$ cat config.mk
export PLATFORM = sky130hd
export DESIGN_NAME = div_dispatch
export DESIGN_NICKNAME = d
export VERILOG_FILES = /design/src/common/div_pkg.sv /design/src/design/div_dispatch.sv
export VERILOG_INCLUDE_DIRS = /design/src /design/src/common
export SDC_FILE = /design/constraint.sdc
export NUM_CORES = 1
export LEC_CHECK = 0
export BUFFER_PORTS_ARGS = -buffer_cell sky130_fd_sc_hd__clkbuf_2
export CAP_MARGIN = 10
export CORE_AREA = 2 2 368 370
export DETAILED_ROUTE_END_ITERATION = 12
export DIE_AREA = 0 0 370 372
export SYNTH_ARGS = -nofsm -noshare
export SYNTH_HDL_FRONTEND = slang
export SYNTH_SLANG_ARGS = --single-unit
$ cat constraint.sdc
create_clock -name clk -period 6.7 [get_ports clk]
set_clock_uncertainty 0.05 [all_clocks]
set_input_delay 1.34 -clock clk [delete_from_list [all_inputs] [get_ports clk]]
set_output_delay 1.34 -clock clk [all_outputs]
set_load 0.01 [all_outputs]
$ cat src/common/div_params.svh
`ifndef DIV_PARAMS_SVH
`define DIV_PARAMS_SVH

// ==============================
// Divide unit sizing
// ==============================

// Operand and result width
// The lane fixed-point datapath is built for 64 bits only
`define DIV_XLEN 64

// Number of Newton-Raphson lanes
`define DIV_LANES 4

// Request tag width
`define DIV_TAG_W 4

// One result slot per lane
`define DIV_QUEUE_DEPTH `DIV_LANES

`endif

$ cat src/common/div_pkg.sv
`include "div_params.svh"

package div_pkg;

    typedef logic [`DIV_XLEN-1:0]  div_word_t;
    typedef logic [`DIV_TAG_W-1:0] div_tag_t;

    // Incoming divide request
    typedef struct packed {
        div_tag_t  tag;
        div_word_t a;
        div_word_t b;
        logic      do_rem;
    } div_req_t;

    // Held per lane while it works
    typedef struct packed {
        div_tag_t  tag;
        div_word_t a;
        logic      b_zero;
        logic      do_rem;
    } div_ctx_t;

    typedef struct packed {
        div_tag_t  tag;
        div_word_t result;
        logic      by_zero;
    } div_resp_t;

endpackage

$ cat src/design/div_dispatch.sv
`timescale 1ns/100ps
`include "div_params.svh"

module div_dispatch (
    input  logic                  clk,
    input  logic                  rst,
    input  logic                  req_valid,
    input  div_pkg::div_req_t     req,
    input  logic [`DIV_LANES-1:0] lane_done,
    output logic                  ready,
    output logic [`DIV_LANES-1:0] start,
    output div_pkg::div_word_t    lane_a [`DIV_LANES],
    output div_pkg::div_word_t    lane_b [`DIV_LANES],
    output logic [`DIV_LANES-1:0] lane_do_rem,
    output div_pkg::div_ctx_t     ctx [`DIV_LANES]
);
    import div_pkg::*;

    localparam int SEL_W = (`DIV_LANES > 1) ? $clog2(`DIV_LANES) : 1;

    logic [`DIV_LANES-1:0] busy;
    logic [SEL_W-1:0]      free_lane;
    logic                  accept;
    logic                  b_zero;

    // Lowest numbered idle lane
    function automatic logic [SEL_W-1:0] lowest_idle(input logic [`DIV_LANES-1:0] busy_vec);
        logic [SEL_W-1:0] sel;
        sel = '0;
        for (int i = `DIV_LANES - 1; i >= 0; i--) begin
            if (!busy_vec[i]) begin
                sel = SEL_W'(i);
            end
        end
        return sel;
    endfunction

    assign ready     = ~&busy;
    assign accept    = req_valid && ready;
    assign free_lane = lowest_idle(busy);
    assign b_zero    = (req.b == '0);

    always_ff @(posedge clk) begin
        if (rst) begin
            busy        <= '0;
            start       <= '0;
            lane_do_rem <= '0;
        end else begin
            start <= '0;
            busy  <= busy & ~lane_done;
            if (accept) begin
                start[free_lane]       <= 1'b1;
                busy[free_lane]        <= 1'b1;
                lane_do_rem[free_lane] <= req.do_rem;
            end
        end
    end

    // Divisor 1 stands in for zero, collector patches the result
    always_ff @(posedge clk) begin
        if (accept) begin
            lane_a[free_lane] <= req.a;
            lane_b[free_lane] <= b_zero ? div_word_t'(1) : req.b;
            ctx[free_lane]    <= '{tag: req.tag, a: req.a, b_zero: b_zero, do_rem: req.do_rem};
        end
    end

    a_req_ready: assert property (@(posedge clk) disable iff (rst)
        req_valid |-> ready);

endmodule

==> metrics.csv, run 1 <==
stage,metric,value,unit
worst_setup_path,startpoint_type,input pin,
yosys,yosysSeqAreaShare,0.867,
yosys,syn_nets,1062,
clock_tree,clkSinkCount,548,
route,dr_total_vias,10887,
sta,fin_crit,3.18,ns
clock_tree,hold_buffers,0,
layout,nets,1751,
worst_setup_path,cp_slowest_stage_delay,0.86,ns
power,p_sw,1.73,mW
worst_setup_path,crit_slowest_cell,nor4_1,
global_routing,use_met3,0.0483,
die,std_cell_rows,135,
power,power_frac_clock,0.441,
sta,finalHoldViolCount,0,
global_routing,grt_antenna_before_repair,28,
global_routing,grt_pass1_vias,10166,
sta,maxSlewHeadroom,0.332,
global_routing,grt_pass1_wl,95800,um
yosys,synth_area,0.0188,mm2
sta,setup_ws,3.52,ns
yosys,syn_avg_cell_area,20.4,um2
route,via_per_inst,3.16,
clock_tree,tritoncts,done,
sta,setup_viol,0,
global_routing,grt_busiest_layer,met2,
power,switching_share,0.225,
sta,slew_viol_final,0,
sta,setup_tns,0,ns
route,avgRoutedWirePerCell,22.6,um
route,dr.pass1.iters,5,
sta,tightestPinTransition,0.992,ns
clock_tree,cts_setup_buffers,0,
worst_setup_path,worstPathMaxFanout,5,
run_status,outcome,"finished, final reports clean",
global_routing,grt_start_max_net_pins,81,
layout,final_common_cell,clkbuf_2,
power,ir_drop,0.000214,V
route,final_antenna_net_count,0,
power,p_per_area,298,mW/mm2
worst_hold_path,hp-class,reg2reg,
power,p_leak,10.0,nW
yosys,ys_types,19,
die,initial_core_util,0.140,
worst_setup_path,arrival,3.61,ns
power,intPower,5.94,mW
power,pwr-share-seq,0.511,
die,dieArea,0.138,mm2
worst_setup_path,crit_chain,clkbuf_2 > nor4_1 > nand4_1 > nor4_2 > or2_1,
clock_tree,clk_latency,0.63,ns
layout,synthToLayoutAreaGrowth,36.7,%
route,remaining_drc_errors,0,
clock_tree,cts_max_path_buffers,3,
clock_tree,root_buffer,clkbuf_16,
worst_setup_path,cp.required,7.14,ns
route,drt_iter0_markers,848,
global_routing,grt_usage,0.105,
yosys,ys_ff_latch,548,
clock_tree,ctsResizeCount,0,
worst_setup_path,path_class,in2reg,
layout,fill_cells,14490,
place,port_buffers,940,
place,place_congestion,0.825,
place,dp_hpwl,60800,um
clock_tree,h-tree-depth,2,
die,die_h,372,um
sta,rsz0062_at_grt,no,
die,core_area,0.134,mm2
global_routing,grt_util_met2,0.173,
die,ios,941,
yosys,yosysWarningCount,0,
worst_setup_path,end_kind,register,
power,p_comb_frac,0.048,
route,routed_wl,77800,um
clock_tree,cts_made_buffers,59,
global_routing,overflow,0,
sta,hold_ws,0.421,ns
sta,fmax,315,MHz
die,die_x,370,um
global_routing,met1_usage,0.123,
layout,final_cell_mix,"clkbuf_2, edfxtp_1, clkbuf_16",
yosys,netlist_instances,922,
sta,period_share,0.474,
flow_run,max-cap-violations,0,
layout,drive_gt1_frac,0.629,
clock_tree,clk_pin_slew_worst_paths,0.06,ns
place,dpl_worst_slack,2.79,ns
==> synthesized netlist by cell type <==
cell,n,area share
edfxtp_1,536,0.85
nand2_1,4,0.00080
nand4_1,6,0.0020
or2_1,1,0.00033
nor4_1,15,0.0050
inv_1,4,0.00080
mux2i_1,2,0.0011
nor2_1,6,0.0012
clkbuf_1,61,0.012
nand2b_1,5,0.0017
nand3b_1,1,0.00040
nor2b_1,1,0.00033
dlygate4sd3_1,1,0.00053
dlygate4sd1_1,2,0.00093
nor4_2,2,0.0013
a21oi_1,6,0.0016
nand4b_1,1,0.00047
dfxtp_1,12,0.013
buf_4,256,0.10
==> critical path: cells and delay by family <==
kind          cells  cell delay (ns)
simple gates      4             2.15
buf+inv           1             0.12
==> through the flow <==
stage,utilization,std cells,cell area (um2),power (mW)
final,0.192,3447,25700,7.66
after CTS,0.192,3442,25700,7.78
after floorplan,-,922,18800,4.14
after global routing,0.192,3443,25700,7.93
after global placement,0.177,3331,23700,4.36
after detailed placement,0.177,3331,23700,4.36
==> power by group through the flow <==
stage	Clock (mW)	Combinational [mW]	Sequential, mW
2_1_floorplan	0	0.122	4.02
3_3_place_gp	0	0.369	3.99
3_5_place_dp	0	0.373	3.99
4_1_cts	3.49	0.373	3.92
5_1_grt	3.62	0.393	3.92
6_report	3.38	0.364	3.91
==> routing by layer <==
| layer | share of wire | routed length, um | vias to the layer above |
|---|---|---|---|
| li1 | - | - | 4509 |
| met1 | 0.38 | 29500 | 5502 |
| met2 | 0.48 | 37300 | 748 |
| met5 | 0.00035 | 27 | - |
| met4 | 0.028 | 2180 | 4 |
| met3 | 0.11 | 8860 | 124 |
==> cell families after synthesis <==
group | synth area share
compound gates | 0.00159
buf+inv | 0.116
flops | 0.867
mux | 0.00106
simple gates | 0.0135
==> path summary, 6_finish.rpt <==
path	from	to	slack [ns]	depth (start not counted)
worst min-delay path	lane_do_rem[3]	lane_do_rem[3]	0.42	2
worst min register to register	lane_do_rem[3]	lane_do_rem[3]	0.42	2
worst max-delay path	req[43]	lane_b[192]	3.52	5
worst max register to register	busy[0]	lane_b[84]	4.24	3
==> registers in the layout, summed over array words and instances, names as in the netlist <==
signal       flops
ctx            280
lane_do_rem      4
busy             4
start            4
lane_b         256
==> layout make-up <==
| class | instances | area, um2 | area share |
|---|---|---|---|
| diodes | 5 | 12.5 | 0.000486 |
| repair buffers | 948 | 4810 | 0.187 |
| multi-input cells | 50 | 310 | 0.0121 |
| well taps | 1781 | 2230 | 0.0865 |
| clock buffers | 70 | 1540 | 0.0598 |
| flip-flops and latches | 548 | 16300 | 0.634 |
| clock inverters | 41 | 469 | 0.0182 |
| inverters | 4 | 37.5 | 0.00146 |
Power figures use the tool's default switching activity.
==> run 2: changes to the inputs <==
- clock period: 6.7 -> 2.7 ns (I/O delays scaled with it)
==> metrics.csv, run 2 (same netlist as run 1, synthesis figures left out) <==
stage,metric,value,unit,change
sta,fin_crit,2.20,ns,
worst_hold_path,hold_path_depth,1,,-1
die,initial_core_util,0.140,,unchanged
place,dpl-instance-area,0.0241,mm2,+1.5%
layout,final_common_cell,clkbuf_2,,
worst_setup_path,end_kind,register,,
worst_hold_path,hp-class,in2reg,,
sta,tightestPinTransition,0.575,ns,-0.417 ns
clock_tree,clk_latency,0.62,ns,about the same
route,drt_iter0_markers,831,,-2.0%
die,std_cell_rows,135,,unchanged
clock_tree,cts_made_buffers,58,,-1.7%
worst_setup_path,arrival,2.63,ns,-0.98 ns
layout,final_cell_mix,"clkbuf_2, edfxtp_1, clkbuf_16",,
route,routed_wl,74200,um,-4.6%
worst_setup_path,reg2reg_depth,4,,+1
global_routing,grt_antenna_before_repair,25,,-11%
place,dp_hpwl,59300,um,-2.5%
sta,rsz0062_at_grt,no,,
layout,top_regs,"ctx x280, lane_b x256",,
die,ios,941,,unchanged
layout,synthToLayoutAreaGrowth,38.3,%,
clock_tree,cts_max_path_buffers,3,,unchanged
global_routing,grt_pass1_vias,10406,,+2.4%
route,remaining_drc_errors,0,,unchanged
clock_tree,tritoncts,done,,
die,die_x,370,um,unchanged
route,dr_total_vias,10977,,+0.83%
place,place_congestion,0.825,,about the same
sta,maxSlewHeadroom,0.617,,+0.284
clock_tree,cts_setup_buffers,0,,unchanged
global_routing,met1_usage,0.115,,-0.00795
worst_setup_path,worstPathMaxFanout,5,,unchanged
clock_tree,clk_pin_slew_worst_paths,0.06,ns,about the same
sta,finalHoldViolCount,0,,unchanged
global_routing,grt_pass1_wl,92200,um,-3.8%
clock_tree,h-tree-depth,2,,unchanged
sta,fmax,456,MHz,
layout,drive_gt1_frac,0.631,,+0.00219
worst_setup_path,cp.required,3.14,ns,-4.00 ns
global_routing,grt_usage,0.0998,,-0.00544
layout,seq_area,0.0163,mm2,unchanged
layout,largest_reg_flops,280,,unchanged
worst_setup_path,startpoint_type,input pin,,
die,dieArea,0.138,mm2,unchanged
clock_tree,root_buffer,clkbuf_16,,
run_status,outcome,"finished, final reports clean",,
die,core_area,0.134,mm2,unchanged
sta,period_share,0.813,,
worst_setup_path,path_class,in2reg,,
die,die_h,372,um,unchanged
global_routing,grt_util_met2,0.168,,-0.00471
sta,setup_viol,0,,unchanged
route,dr.pass1.iters,6,,+1
route,avgRoutedWirePerCell,21.3,um,-5.6%
flow_run,max-cap-violations,0,,unchanged
clock_tree,clkSinkCount,548,,unchanged
power,p_leak,10.2,nW,+1.3%
layout,stdcell_area,0.0260,mm2,+1.1%
worst_setup_path,reg2reg_slack,0.83,ns,-3.41 ns
layout,largest_register,ctx,,
clock_tree,ctsResizeCount,0,,unchanged
layout,multiInputGateArea,312,um2,+0.40%
power,ir_drop,0.000403,V,+88%
power,totalPowerFinal,18.6,mW,+140%
place,port_buffers,940,,unchanged
layout,nets,1792,,+2.3%
power,p_per_area,714,mW/mm2,+140%
global_routing,grt_busiest_layer,met2,,
route,via_per_inst,3.15,,-0.27%
global_routing,use_met3,0.0407,,-0.00753
sta,slew_viol_final,0,,unchanged
route,final_antenna_net_count,0,,unchanged
global_routing,grt_start_max_net_pins,59,,-27%
layout,fill_cells,14493,,+0.021%
global_routing,overflow,0,,unchanged
## run 2: worst paths after layout
kind | start | end
worst max-delay path | req[16] | lane_b[128]
worst min-delay path | req[85] | ctx[232]
worst max register to register | busy[0] | lane_b[78]
worst min register to register | lane_do_rem[0] | lane_do_rem[0]
## run 2: cell type report
type	count	area share
multi-input cells	50	0.0120
well taps	1781	0.0856
clock inverters	36	0.0143
flip-flops and latches	548	0.627
diodes	6	0.000577
repair buffers	990	0.202
clock buffers	70	0.0575
inverters	4	0.00115
## run 2: metal layers
| metal | vias to the layer above | share of wire |
|---|---|---|
| met5 | - | 0.00036 |
| met4 | 4 | 0.029 |
| met3 | 112 | 0.10 |
| met2 | 746 | 0.49 |
| met1 | 5535 | 0.37 |
| li1 | 4580 | - |
## run 2: worst max-delay path, cell delays in order
cell	delay [ns]
dlygate4sd3_1	0.56
clkbuf_2	0.14
nor4_1	0.28
nand4_1	0.26
buf_4	0.24
nor4_2	0.27
buf_4	0.19
or2_1	0.15
## run 2: what timing repair did
action                                  4_1_cts  5_1_grt
endpoints found under the setup margin        0        0
hold buffers                                  7        0
hold endpoints to repair                     22        0
## run 2: metrics by stage
stage	setup TNS, ns	setup slack [ns]	std cells	hold WS [ns]	utilization
global route	0	0.367	3481	0.0327	0.194
global placement	-0.406	-0.0668	3366	0.432	0.179
floorplan	-252.73	-0.578	922	0.407	-
CTS	0	0.412	3479	0.000348	0.194
finish	0	0.505	3485	0.0802	0.194
detailed placement	-0.411	-0.0825	3366	0.437	0.179
## run 2: where the power goes
part / internal (mW) / total [mW] / switching [mW]
clock network: 4.53 / 7.93 / 3.40
registers: 9.59 / 9.70 / 0.108
logic: 0.300 / 0.957 / 0.657
